[config.mk]
export PLATFORM = sky130hd
export DESIGN_NAME = fpMulTop
export DESIGN_NICKNAME = d
export VERILOG_FILES = /design/src/fpMulPkg.sv /design/src/fpMulTop.sv /design/src/leafMult.sv /design/src/mulControl.sv /design/src/normRound.sv /design/src/operandUnpack.sv /design/src/subRecursiveKOA.sv
export VERILOG_INCLUDE_DIRS = /design/src /design/src/src
export SDC_FILE = /design/constraint.sdc
export NUM_CORES = 2
export LEC_CHECK = 0
export ABC_AREA = 0
export BUFFER_PORTS_ARGS = -buffer_cell sky130_fd_sc_hd__buf_2
export CAP_MARGIN = 10
export CORE_MARGIN = 3
export CORE_UTILIZATION = 65
export DETAILED_ROUTE_END_ITERATION = 10
export PLACE_DENSITY = 0.89
export SYNTH_ARGS = -nofsm -noshare
export SYNTH_HDL_FRONTEND = slang
export SYNTH_HIERARCHICAL = 1
export SYNTH_SLANG_ARGS = --single-unit
[constraint.sdc]
create_clock -name clk -period 13 [get_ports clk]
set_input_delay 2.6 -clock clk [delete_from_list [all_inputs] [get_ports clk]]
set_output_delay 2.6 -clock clk [all_outputs]
set_load 0.02 [all_outputs]
[src/fpMul_defines.svh]
// Binary32 format constants and the KOA leaf width, which must stay at or above 13 for a 24-bit split
`ifndef FPMUL_DEFINES_SVH
`define FPMUL_DEFINES_SVH

// Exponent field width
`define FP_EXP_W   8
// Stored fraction width
`define FP_MAN_W   23
// Significand width including the hidden bit
`define FP_SIG_W   24
// Exponent bias
`define FP_BIAS    127

// Widest operand one leaf multiplier takes
`define KOA_LEAF_W 16

// Canonical quiet NaN with positive sign and no payload
`define FP_QNAN    32'h7FC0_0000

`endif

[src/fpMulPkg.sv]
// Control FSM states and operand classes for the binary32 multiplier, denormals are counted as zero
package fpMulPkg;

    // ================================================
    // Control FSM states
    // ================================================

    // One operation in flight at a time
    // IDLE waits for start, DONE holds for exactly one cycle
    typedef enum logic [1:0] {
        ST_IDLE  = 2'd0,
        ST_MULT  = 2'd1,
        ST_ROUND = 2'd2,
        ST_DONE  = 2'd3
    } ctrlState_t;

    // ================================================
    // Operand classes
    // ================================================

    // Denormals are flushed and land in CLS_ZERO
    // CLS_NAN covers quiet and signalling encodings alike
    typedef enum logic [1:0] {
        CLS_ZERO   = 2'd0,
        CLS_NORMAL = 2'd1,
        CLS_INF    = 2'd2,
        CLS_NAN    = 2'd3
    } fpClass_t;

endpackage

[src/fpMulTop.sv]
// Binary32 multiplier top, three cycles from start to done, no denormals and round to nearest even only
`timescale 1ns/1ps
`include "fpMul_defines.svh"

module fpMulTop import fpMulPkg::*; (
    input  logic        clk,
    input  logic        rstN_i,
    input  logic        start_i,
    input  logic [31:0] opA_i,
    input  logic [31:0] opB_i,
    output logic [31:0] result_o,
    output logic        busy_o,
    output logic        done_o
);

    // Control strobes
    logic loadOps;
    logic loadRes;

    // Unpacked operand fields
    logic                   signA;
    logic                   signB;
    logic [`FP_EXP_W-1:0]   expA;
    logic [`FP_EXP_W-1:0]   expB;
    logic [`FP_SIG_W-1:0]   sigA;
    logic [`FP_SIG_W-1:0]   sigB;
    fpClass_t               clsA;
    fpClass_t               clsB;
    // Full significand product
    logic [2*`FP_SIG_W-1:0] sigProd;

    // ================================================
    // Control
    // ================================================
    mulControl i_mulControl (
        .clk       (clk),
        .rstN_i    (rstN_i),
        .start_i   (start_i),
        .loadOps_o (loadOps),
        .loadRes_o (loadRes),
        .busy_o    (busy_o),
        .done_o    (done_o)
    );

    // ================================================
    // Datapath
    // ================================================
    operandUnpack i_operandUnpack (
        .clk       (clk),
        .rstN_i    (rstN_i),
        .loadOps_i (loadOps),
        .opA_i     (opA_i),
        .opB_i     (opB_i),
        .signA_o   (signA),
        .signB_o   (signB),
        .expA_o    (expA),
        .expB_o    (expB),
        .sigA_o    (sigA),
        .sigB_o    (sigB),
        .clsA_o    (clsA),
        .clsB_o    (clsB)
    );

    // Operand registers hold steady so the leaves need no enable
    subRecursiveKOA #(.SW(`FP_SIG_W)) i_subRecursiveKOA (
        .clk     (clk),
        .dataA_i (sigA),
        .dataB_i (sigB),
        .dataS_o (sigProd)
    );

    normRound i_normRound (
        .clk       (clk),
        .rstN_i    (rstN_i),
        .loadRes_i (loadRes),
        .signA_i   (signA),
        .signB_i   (signB),
        .expA_i    (expA),
        .expB_i    (expB),
        .clsA_i    (clsA),
        .clsB_i    (clsB),
        .prod_i    (sigProd),
        .result_o  (result_o)
    );

endmodule

[src/leafMult.sv]
// Registered base-case multiplier with no reset and no enable, so inputs must be stable for one edge
`timescale 1ns/1ps

module leafMult #(
    parameter int SW = 16
) (
    input  logic            clk,
    input  logic [SW-1:0]   a_i,
    input  logic [SW-1:0]   b_i,
    output logic [2*SW-1:0] prod_o
);

    // ================================================
    // Leaf product
    // ================================================

    // Full width product before the register
    logic [2*SW-1:0] prodComb;

    // Operands widened to the product width
    assign prodComb = {{SW{1'b0}}, a_i} * {{SW{1'b0}}, b_i};

    // Product register
    // Sets the single cycle of KOA latency
    always_ff @(posedge clk) begin
        prod_o <= prodComb;
    end

endmodule

[src/mulControl.sv]
// Control FSM for one operation at a time with no queue, start is dropped while busy is high
`timescale 1ns/1ps

module mulControl import fpMulPkg::*; (
    input  logic clk,
    input  logic rstN_i,
    input  logic start_i,
    output logic loadOps_o,
    output logic loadRes_o,
    output logic busy_o,
    output logic done_o
);

    ctrlState_t curState;
    ctrlState_t nextState;

    // ================================================
    // State register
    // ================================================
    always_ff @(posedge clk or negedge rstN_i) begin
        if (!rstN_i)
            curState <= ST_IDLE;
        else
            curState <= nextState;
    end

    // Fixed walk through the datapath stages
    always_comb begin
        nextState = curState;
        case (curState)
            ST_IDLE: begin
                if (start_i)
                    nextState = ST_MULT;
            end
            // Leaf products register here
            ST_MULT:  nextState = ST_ROUND;
            // Packed result registers here
            ST_ROUND: nextState = ST_DONE;
            ST_DONE:  nextState = ST_IDLE;
            default:  nextState = ST_IDLE;
        endcase
    end

    // ================================================
    // Strobes and status
    // ================================================
    // Operand capture on the same edge that samples start
    assign loadOps_o = (curState == ST_IDLE) && start_i;
    assign loadRes_o = (curState == ST_ROUND);
    // Busy covers every state after the start edge
    assign busy_o    = (curState != ST_IDLE);
    // Single cycle done pulse
    assign done_o    = (curState == ST_DONE);

endmodule

[src/normRound.sv]
// Normalize and round to nearest even, results below the normal range flush to signed zero
`timescale 1ns/1ps
`include "fpMul_defines.svh"

module normRound import fpMulPkg::*; (
    input  logic                   clk,
    input  logic                   rstN_i,
    input  logic                   loadRes_i,
    input  logic                   signA_i,
    input  logic                   signB_i,
    input  logic [`FP_EXP_W-1:0]   expA_i,
    input  logic [`FP_EXP_W-1:0]   expB_i,
    input  fpClass_t               clsA_i,
    input  fpClass_t               clsB_i,
    input  logic [2*`FP_SIG_W-1:0] prod_i,
    output logic [31:0]            result_o
);

    localparam int PW = 2 * `FP_SIG_W;
    localparam int EW = `FP_EXP_W + 2;

    logic                 resSign;
    logic signed [EW:0]   expSum;
    logic signed [EW:0]   expAdj;
    logic signed [EW:0]   finalExp;
    logic [PW-1:0]        normProd;
    logic                 guardBit;
    logic                 stickyBit;
    logic                 roundUp;
    logic [`FP_SIG_W:0]   rounded;
    logic [`FP_MAN_W-1:0] finalMan;
    logic                 isNan;
    logic                 isInf;
    logic                 isZero;
    logic [31:0]          nextRes;

    // ================================================
    // Sign and exponent
    // ================================================
    assign resSign = signA_i ^ signB_i;
    // Signed so underflow shows as a negative value
    assign expSum = $signed({3'b000, expA_i}) + $signed({3'b000, expB_i}) - `FP_BIAS;

    // ================================================
    // Normalize and round
    // ================================================
    // Product lies in [1,4), leading one at bit 47 or 46
    assign normProd  = prod_i[PW-1] ? prod_i : (prod_i << 1);
    assign guardBit  = normProd[PW-`FP_SIG_W-1];
    assign stickyBit = |normProd[PW-`FP_SIG_W-2:0];
    // Ties go to the even neighbour
    assign roundUp   = guardBit & (stickyBit | normProd[PW-`FP_SIG_W]);
    assign rounded   = {1'b0, normProd[PW-1 -: `FP_SIG_W]} + {{`FP_SIG_W{1'b0}}, roundUp};
    // Carry out only from all ones, so the fraction becomes zero
    assign finalMan  = rounded[`FP_SIG_W] ? rounded[`FP_SIG_W-1:1] : rounded[`FP_MAN_W-1:0];

    // One per normalize step and rounding carry
    assign expAdj   = {{EW{1'b0}}, prod_i[PW-1]} + {{EW{1'b0}}, rounded[`FP_SIG_W]};
    assign finalExp = expSum + expAdj;

    // ================================================
    // Special cases and packing
    // ================================================
    assign isNan  = (clsA_i == CLS_NAN) || (clsB_i == CLS_NAN) ||
                    ((clsA_i == CLS_INF) && (clsB_i == CLS_ZERO)) ||
                    ((clsA_i == CLS_ZERO) && (clsB_i == CLS_INF));
    assign isInf  = (clsA_i == CLS_INF) || (clsB_i == CLS_INF);
    assign isZero = (clsA_i == CLS_ZERO) || (clsB_i == CLS_ZERO);

    // Priority follows NaN, Inf, zero, overflow, underflow
    always_comb begin
        if (isNan)
            nextRes = `FP_QNAN;
        else if (isInf || (finalExp >= 255))
            nextRes = {resSign, {`FP_EXP_W{1'b1}}, {`FP_MAN_W{1'b0}}};
        else if (isZero || (finalExp < 1))
            nextRes = {resSign, 31'd0};
        else
            nextRes = {resSign, finalExp[`FP_EXP_W-1:0], finalMan};
    end

    // Result holds until the next round strobe
    always_ff @(posedge clk or negedge rstN_i) begin
        if (!rstN_i)
            result_o <= '0;
        else if (loadRes_i)
            result_o <= nextRes;
    end

endmodule

[src/operandUnpack.sv]
// Operand capture and classification with denormals flushed to zero and NaN payloads ignored
`timescale 1ns/1ps
`include "fpMul_defines.svh"

module operandUnpack import fpMulPkg::*; (
    input  logic                 clk,
    input  logic                 rstN_i,
    input  logic                 loadOps_i,
    input  logic [31:0]          opA_i,
    input  logic [31:0]          opB_i,
    output logic                 signA_o,
    output logic                 signB_o,
    output logic [`FP_EXP_W-1:0] expA_o,
    output logic [`FP_EXP_W-1:0] expB_o,
    output logic [`FP_SIG_W-1:0] sigA_o,
    output logic [`FP_SIG_W-1:0] sigB_o,
    output fpClass_t             clsA_o,
    output fpClass_t             clsB_o
);

    // Exponent 0 is zero, all ones is Inf or NaN by the fraction
    function automatic fpClass_t classify(input logic [31:0] op);
        logic [`FP_EXP_W-1:0] e;
        logic [`FP_MAN_W-1:0] f;
        e = op[30 -: `FP_EXP_W];
        f = op[`FP_MAN_W-1:0];
        if (e == '0)
            return CLS_ZERO;
        else if (e == '1)
            return (f == '0) ? CLS_INF : CLS_NAN;
        else
            return CLS_NORMAL;
    endfunction

    // Class registers, cleared so a stray round sees zeros
    always_ff @(posedge clk or negedge rstN_i) begin
        if (!rstN_i) begin
            clsA_o <= CLS_ZERO;
            clsB_o <= CLS_ZERO;
        end else if (loadOps_i) begin
            clsA_o <= classify(opA_i);
            clsB_o <= classify(opB_i);
        end
    end

    // Field registers
    // Hidden bit only for a nonzero exponent
    always_ff @(posedge clk) begin
        if (loadOps_i) begin
            signA_o <= opA_i[31];
            signB_o <= opB_i[31];
            expA_o  <= opA_i[30 -: `FP_EXP_W];
            expB_o  <= opB_i[30 -: `FP_EXP_W];
            sigA_o  <= {|opA_i[30 -: `FP_EXP_W], opA_i[`FP_MAN_W-1:0]};
            sigB_o  <= {|opB_i[30 -: `FP_EXP_W], opB_i[`FP_MAN_W-1:0]};
        end
    end

endmodule

[src/subRecursiveKOA.sv]
// Recursive Karatsuba-Ofman multiplier with one cycle latency from the leaf registers, combine is combinational
`timescale 1ns/1ps
`include "fpMul_defines.svh"

module subRecursiveKOA #(
    parameter int SW = 24
) (
    input  logic            clk,
    input  logic [SW-1:0]   dataA_i,
    input  logic [SW-1:0]   dataB_i,
    output logic [2*SW-1:0] dataS_o
);

    generate
        if (SW <= `KOA_LEAF_W) begin : genLeaf
            // Small enough for one multiplier
            leafMult #(.SW(SW)) i_leafMult (
                .clk    (clk),
                .a_i    (dataA_i),
                .b_i    (dataB_i),
                .prod_o (dataS_o)
            );
        end else begin : genSplit
            case (SW % 2)
                0: begin : genEven
                    // ================================================
                    // Even split with equal halves
                    // ================================================
                    localparam int HW = SW / 2;
                    logic [HW:0]     sumA;
                    logic [HW:0]     sumB;
                    logic [2*HW-1:0] qLeft;
                    logic [2*HW-1:0] qRight;
                    logic [2*HW+1:0] qMiddle;
                    logic [2*HW+1:0] crossTerm;

                    // Half sums carry one extra bit
                    assign sumA = {1'b0, dataA_i[SW-1:HW]} + {1'b0, dataA_i[HW-1:0]};
                    assign sumB = {1'b0, dataB_i[SW-1:HW]} + {1'b0, dataB_i[HW-1:0]};

                    subRecursiveKOA #(.SW(HW)) i_left (
                        .clk     (clk),
                        .dataA_i (dataA_i[SW-1:HW]),
                        .dataB_i (dataB_i[SW-1:HW]),
                        .dataS_o (qLeft)
                    );
                    subRecursiveKOA #(.SW(HW)) i_right (
                        .clk     (clk),
                        .dataA_i (dataA_i[HW-1:0]),
                        .dataB_i (dataB_i[HW-1:0]),
                        .dataS_o (qRight)
                    );
                    subRecursiveKOA #(.SW(HW+1)) i_middle (
                        .clk     (clk),
                        .dataA_i (sumA),
                        .dataB_i (sumB),
                        .dataS_o (qMiddle)
                    );

                    // Cross products aH*bL + aL*bH
                    assign crossTerm = qMiddle - qLeft - qRight;
                    // Left sits at 2*HW, so concatenation places it
                    assign dataS_o = {qLeft, qRight} + ({{(SW-2){1'b0}}, crossTerm} << HW);
                end
                default: begin : genOdd
                    // ================================================
                    // Odd split with the low half one bit wider
                    // ================================================
                    localparam int HW = SW / 2;
                    localparam int LW = HW + 1;
                    logic [LW:0]     sumA;
                    logic [LW:0]     sumB;
                    logic [2*HW-1:0] qLeft;
                    logic [2*LW-1:0] qRight;
                    logic [2*LW+1:0] qMiddle;
                    logic [2*LW+1:0] crossTerm;

                    // High half zero-extended to the low width
                    assign sumA = {2'b00, dataA_i[SW-1:LW]} + {1'b0, dataA_i[LW-1:0]};
                    assign sumB = {2'b00, dataB_i[SW-1:LW]} + {1'b0, dataB_i[LW-1:0]};

                    subRecursiveKOA #(.SW(HW)) i_left (
                        .clk     (clk),
                        .dataA_i (dataA_i[SW-1:LW]),
                        .dataB_i (dataB_i[SW-1:LW]),
                        .dataS_o (qLeft)
                    );
                    subRecursiveKOA #(.SW(LW)) i_right (
                        .clk     (clk),
                        .dataA_i (dataA_i[LW-1:0]),
                        .dataB_i (dataB_i[LW-1:0]),
                        .dataS_o (qRight)
                    );
                    subRecursiveKOA #(.SW(LW+1)) i_middle (
                        .clk     (clk),
                        .dataA_i (sumA),
                        .dataB_i (sumB),
                        .dataS_o (qMiddle)
                    );

                    assign crossTerm = qMiddle - qLeft - qRight;
                    assign dataS_o = {qLeft, qRight} + ({{(SW-3){1'b0}}, crossTerm} << LW);
                end
            endcase
        end
    endgenerate

endmodule

Word-level counts from Yosys, hierarchy flattened:

Cells that the tools add are included.

* add/subtract/negate cells: 10
* multiply operators: 3
* magnitude comparators: 2
* equal/unequal tests: 10
* multiplexer cells: 13
* bitwise logic cells: 3
* reduce and logical (&&, ||, !) cells: 21

Operators by type and width (number)
* $mux 31: 2
* $sub 26x24->26: 2
* $add 48x38->48: 1
* $mul 12x12->24: 2
* $mux 48: 1
* $logic_not 23->1: 2
* $mux 32: 1
* $add 12x12->13: 2
* $mul 13x13->26: 1
* $add 24x1->25: 1
* $mux 23: 1
* $reduce_or 23->1: 1
* $eq 8x8->1 const B: 2
* $logic_not 8->1: 2
* $reduce_or 8->1: 2
* $eq 2x2->1 const B: 6
* $add 11x3->11: 1
* $ge 11x9->1 const B: 1
* $lt 11x2->1 const B: 1
* $sub 11x8->11 const B: 1
* $mux 2: 5
* $add 8x8->9: 1
* $pmux 2 s4: 1
* $logic_or 1x1->1: 7
* 10 further kinds: 15

* bits in registers: 178
* input bits: 67
* output and inout port bits: 34
* word-level logic and storage cells: 75

Depth between registers and ports, before layout:

* depth after elaboration: 15
* depth in mapped cells: 45
* depth with buffers taken out: 40

By module:

The synthesis kept the hierarchy.

By module, submodules not included
* leafMult (i_subRecursiveKOA.genSplit.genEven.i_middle.genLeaf.i_leafMult): times used 1, cells each 705, area each 6231.0 µm², sequential area each 520.5 µm²
* leafMult (i_subRecursiveKOA.genSplit.genEven.i_left.genLeaf.i_leafMult): times used 1, cells each 600, area each 5266.3 µm², sequential area each 480.5 µm²
* leafMult (i_subRecursiveKOA.genSplit.genEven.i_right.genLeaf.i_leafMult): times used 1, cells each 601, area each 5253.8 µm², sequential area each 480.5 µm²
* subRecursiveKOA (i_subRecursiveKOA): times used 1, cells each 553, area each 4267.8 µm², sequential area each 0.0 µm²
* normRound: times used 1, cells each 395, area each 3300.7 µm², sequential area each 800.8 µm²
* operandUnpack: times used 1, cells each 104, area each 2344.7 µm², sequential area each 2082.0 µm²
* mulControl: times used 1, cells each 14, area each 161.4 µm², sequential area each 50.0 µm²

Least setup slack after synthesis:

OpenSTA, ideal clock, no wires.

* path kind: register to register
* start: reg i_subRecursiveKOA.genSplit.genEven.i_left.genLeaf.i_leafMult.prod_o[0]
* end: reg i_normRound.result_o[23]
* library setup time: 0.065 ns
* data arrival time: 9.539 ns
* required time: 12.935 ns
* slack: 3.396 ns
* stages on the path, launching flop included: 44
* path buffers: 4
* clock period less this slack: 9.604 ns
* cells stage by stage: dfxtp_1 inv_1 fa_1 inv_1 ha_1 or2_2 fa_1 a21oi_1 o211a_1 a21oi_1 or2_2 nand2_1 nand2b_1 a21oi_1 xnor2_1 ha_1 nand3_1 a2111oi_0 (+8 left out) clkbuf_1 clkbuf_1 mux2_2 ha_1 nand3_1 nor2_1 nand4_1 nor3_2 ha_1 ha_1 fa_1 xor2_1 and3_1 nand3_1 o31ai_1 a21oi_1 o311ai_4 o22a_1

* cells in the longest elaborated chain, start to end: 15
* elaborated cells between the ends (all ways): 17
* classes of those cells: add/sub: 6; order compare: 2; mux: 4; bitwise: 2; reduce/logical: 3

Ends and longest elaborated chain
* start: declaration: RTL line leafMult.sv:10 `output logic [2*SW-1:0] prod_o`
* start signal: assignment: RTL line leafMult.sv:26 `prod_o <= prodComb;`
* $sub 26x24->26 (2 in a row): RTL line subRecursiveKOA.sv:61 `assign crossTerm = qMiddle - qLeft - qRight;`
* $add 48x38->48 (*): RTL line subRecursiveKOA.sv:63 `assign dataS_o = {qLeft, qRight} + ({{(SW-2){1'b0}}, crossTerm} << HW);`
* net sigProd[47]: RTL line fpMulTop.sv:30 `` logic [2*`FP_SIG_W-1:0] sigProd; ``
* $mux 48: RTL line normRound.sv:48 `assign normProd = prod_i[PW-1] ? prod_i : (prod_i << 1);`
* $reduce_or 23->1: RTL line normRound.sv:50 `` assign stickyBit = |normProd[PW-`FP_SIG_W-2:0]; ``
* $or 1x1->1: RTL line normRound.sv:52 `` assign roundUp = guardBit & (stickyBit | normProd[PW-`FP_SIG_W]); ``
* $and 1x1->1: RTL line normRound.sv:52
* $add 24x1->25: RTL line normRound.sv:53 `` assign rounded = {1'b0, normProd[PW-1 -: `FP_SIG_W]} + {{`FP_SIG_W{1'b0}}, roundUp}; ``
* $add 1x1->2 (*): RTL line normRound.sv:58 `` assign expAdj = {{EW{1'b0}}, prod_i[PW-1]} + {{EW{1'b0}}, rounded[`FP_SIG_W]}; ``
* $add 11x3->11 (*): RTL line normRound.sv:59 `assign finalExp = expSum + expAdj;`
* $lt 11x2->1: RTL line normRound.sv:76 `else if (isZero || (finalExp < 1))`
* $logic_or 1x1->1: RTL line normRound.sv:76
* $mux 31: RTL line normRound.sv:76
* $mux 31 (*): RTL line normRound.sv:74 `else if (isInf || (finalExp >= 255))`
* $mux 32 (*): RTL line normRound.sv:72 `if (isNan)`
* end signal: assignment: RTL line normRound.sv:87 `result_o <= nextRes;`
* end: declaration: RTL line normRound.sv:16 `output logic [31:0] result_o`

Mark *: on every way through the listed nets, which the timed path passes. The rest lies on a longest branch.
A chain may end at the register's enable or synchronous reset.

Worst setup path after layout:

* start: reg i_subRecursiveKOA.genSplit.genEven.i_left.genLeaf.i_leafMult.prod_o[0]
* end: reg i_normRound.result_o[17]

* cells in the longest elaborated chain, start to end: 15
* elaborated cells between the ends (all ways): 18
* classes of those cells: add/sub: 6; order compare: 2; mux: 5; bitwise: 2; reduce/logical: 3

Ends and longest elaborated chain (RTL line)
* $sub 26x24->26 (2 in a row): subRecursiveKOA.sv:61
* $add 48x38->48 (*): subRecursiveKOA.sv:63
* net sigProd[47]: fpMulTop.sv:30
* $mux 48: normRound.sv:48
* $reduce_or 23->1: normRound.sv:50
* $or 1x1->1: normRound.sv:52
* $and 1x1->1: normRound.sv:52
* $add 24x1->25: normRound.sv:53
* $add 1x1->2: normRound.sv:58
* $add 11x3->11: normRound.sv:59
* $lt 11x2->1: normRound.sv:76
* $logic_or 1x1->1: normRound.sv:76
* $mux 31: normRound.sv:76
* $mux 31 (*): normRound.sv:74
* $mux 32 (*): normRound.sv:72

Marks and branches as above.

==> flow_metrics.tcl <==
set metrics [dict create \
    final_cell_mix "inv_1 (559), nand2_1 (356), fa_1 (350)" \
    numCtsBuffers 17 \
    hp-class "reg2reg" \
    syn_inst 2972 \
    n_antenna_cell 0 \
    die_w_um 209 \
    max_stage_delay_ns 0.56 \
    die_y_um 209 \
    fin_skew_ns 0.0132 \
    dieArea_sq_um 43700 \
    slew_violations 0 \
    fillers 2848 \
    synth_nets 3684 \
    io_buffers 100 \
    yosysWarnings 6 \
    syn_area_sq_um 26800 \
    hold_buffers 0 \
    initial_core_util_pct 66.6 \
    clock_path_buffers 2 \
    wl_per_cell_um 19.2 \
    cts-root-buf "clkbuf_16" \
    area_growth_syn_to_layout_pct 5.38 \
    path_clk_slew_ns 0.07 \
    cts_resized 0 \
    first_global_vias 22600 \
    relSlewSlack_pct 15.2 \
    endpoint_kind "register" \
    crit_slowest_cell "fa_1" \
    overflow 0 \
    grt_pass1_wl_mm 113 \
    vias 21200 \
    path_max_fanout 44 \
    required_ns 13.33 \
    dp_hpwl_mm 55.1 \
    tightestPinTransition_ns 1.27 \
    drtPass1Iterations 7 \
    synth-async-reset-ratio_pct 21.3 \
    setup_viol 0 \
    drc 0 \
    clock_latency_ns 0.46 \
    fin_crit_sh_pct 79.8 \
    fin_crit_ns 10.37 \
    layout-drive-gt1-share_pct 7.43 \
    ys_ff_latch 178 \
    grt_max_degree 73 \
    cts_setup_buffers 0 \
    drt-total-wl_mm 67.9 \
    synth_edf_count 66 \
    rsz0062_at_grt "false" \
    gp_congestion 0.991 \
    synthTopCellsByArea "fa_1 (26%), ha_1 (14%), inv_1 (7.8%)" \
    antenna_left 0 \
    h-tree-depth 4 \
    synth_cell_types 104 \
    status "finished, final reports clean" \
    crit_top_cell "ha_1" \
    hold_violations 0 \
    num_io_pins 101 \
    cp-start-kind "register" \
    cts_tree "yes" \
    grt_usage_pct 31.8 \
    dr.first_iter.drc_count 1678 \
    fmax_mhz 96.4 \
    path_class "reg2reg" \
    rows 73 \
    ys.flop_type "dfxtp_1" \
    cts_sinks 178 \
    ys_seq_area_share_pct 16.5 \
    layout_commonest_cell "inv_1" \
    synth_top_area_share_pct 26.1 \
    synth_area_per_cell_sq_um 9.03 \
    drv_cap 0 \
    yosysTopAreaCell "fa_1" \
    finalSetupTns_ns 0 \
    antenna_found_initial 1 \
    fin_nets 3715 \
    cp_data_arrival_time_ns 10.70 \
    vias_per_cell 5.99 \
    coreArea_sq_um 40300 \
]
cell usage after synthesis, drive strengths merged (16+ instances only):
cell	instances
clkbuf	93
and2	199
o21ai	64
a211oi	23
nand3	48
ha	295
dfxtp	74
nor4	25
xor2	56
nor2b	16
a21o	58
nand4	27
and3	22
o211ai	20
nor3	23
nand2	356
o32ai	19
mux2i	24
inv	559
nand2b	20
fa	350
xnor2	115
a21oi	111
edfxtp	66
nor2	104
dfrtp	38
area by class of cell:
type | instances | area, sq um | share of cell area (%)
inverters | 559 | 2100 | 7.42
flip-flops and latches | 178 | 4410 | 15.6
well taps | 525 | 657 | 2.32
clock buffers | 21 | 472 | 1.67
repair buffers | 119 | 643 | 2.28
multi-input cells | 2128 | 19900 | 70.3
clock inverters | 11 | 114 | 0.403
cell families after synthesis:
family,Yosys count,share of synthesized area [%]
buffers and inverters,666,9.51
AO/OA/AOI/OAI,410,11.1
XOR/XNOR,171,5.58
flip-flops,178,16.5
AND/OR/NAND/NOR,873,16.3
multiplexers,29,1.17
adder cells (fa/ha/maj),645,39.9
metal layers:
layer	global-route usage, %	routed length, um	part of all wire, %	vias up
met5	0	0	0	-
met4	15.0	3380	5.0	0
met3	5.66	5440	8.0	259
met2	54.6	33200	49	996
met1	39.0	25800	38	10300
li1	-	-	-	9610
stage by stage:
stage	worst slack (ns)	cell area, sq um	instances	utilization (%)	hold WS (ns)
2_1_floorplan	3.40	26800	2972	-	0.494
3_3_place_gp	3.00	27700	3508	68.7	0.480
3_5_place_dp	2.75	27700	3508	68.7	0.490
4_1_cts	2.67	28300	3540	70.2	0.506
5_1_grt	1.79	28300	3541	70.2	0.519
6_report	2.63	28300	3541	70.2	0.502
final timing paths:
path | start | to | slack (ns) | cells after the start
max | register | i_normRound/result_o[17] | 2.63 | 38
min reg2reg | i_normRound/result_o[23] | i_normRound/result_o[23] | 0.50 | 1
max reg2reg | register | i_normRound/result_o[17] | 2.63 | 38
min in group asynchronous | rstN_i | i_mulControl/curState[0] | 2.25 | 1
max in group asynchronous | rstN_i | i_normRound/result_o[15] | 10.20 | 1
min | i_normRound/result_o[23] | i_normRound/result_o[23] | 0.50 | 1
worst max-delay path: cells and delay by family, from the launching register on:
kind	cells	cell delay, ns
DFF	1	0.36
xor gates and xnor gates	2	0.23
muxes	2	0.40
AOI/OAI and AO/OA	12	2.83
buffers and inverters	3	0.59
adders and majority gates	8	2.85
and+or+nand+nor	11	2.93
Power is not shown: default switching activity piles up to over one toggle a cycle in this logic, so the estimate is an artifact.
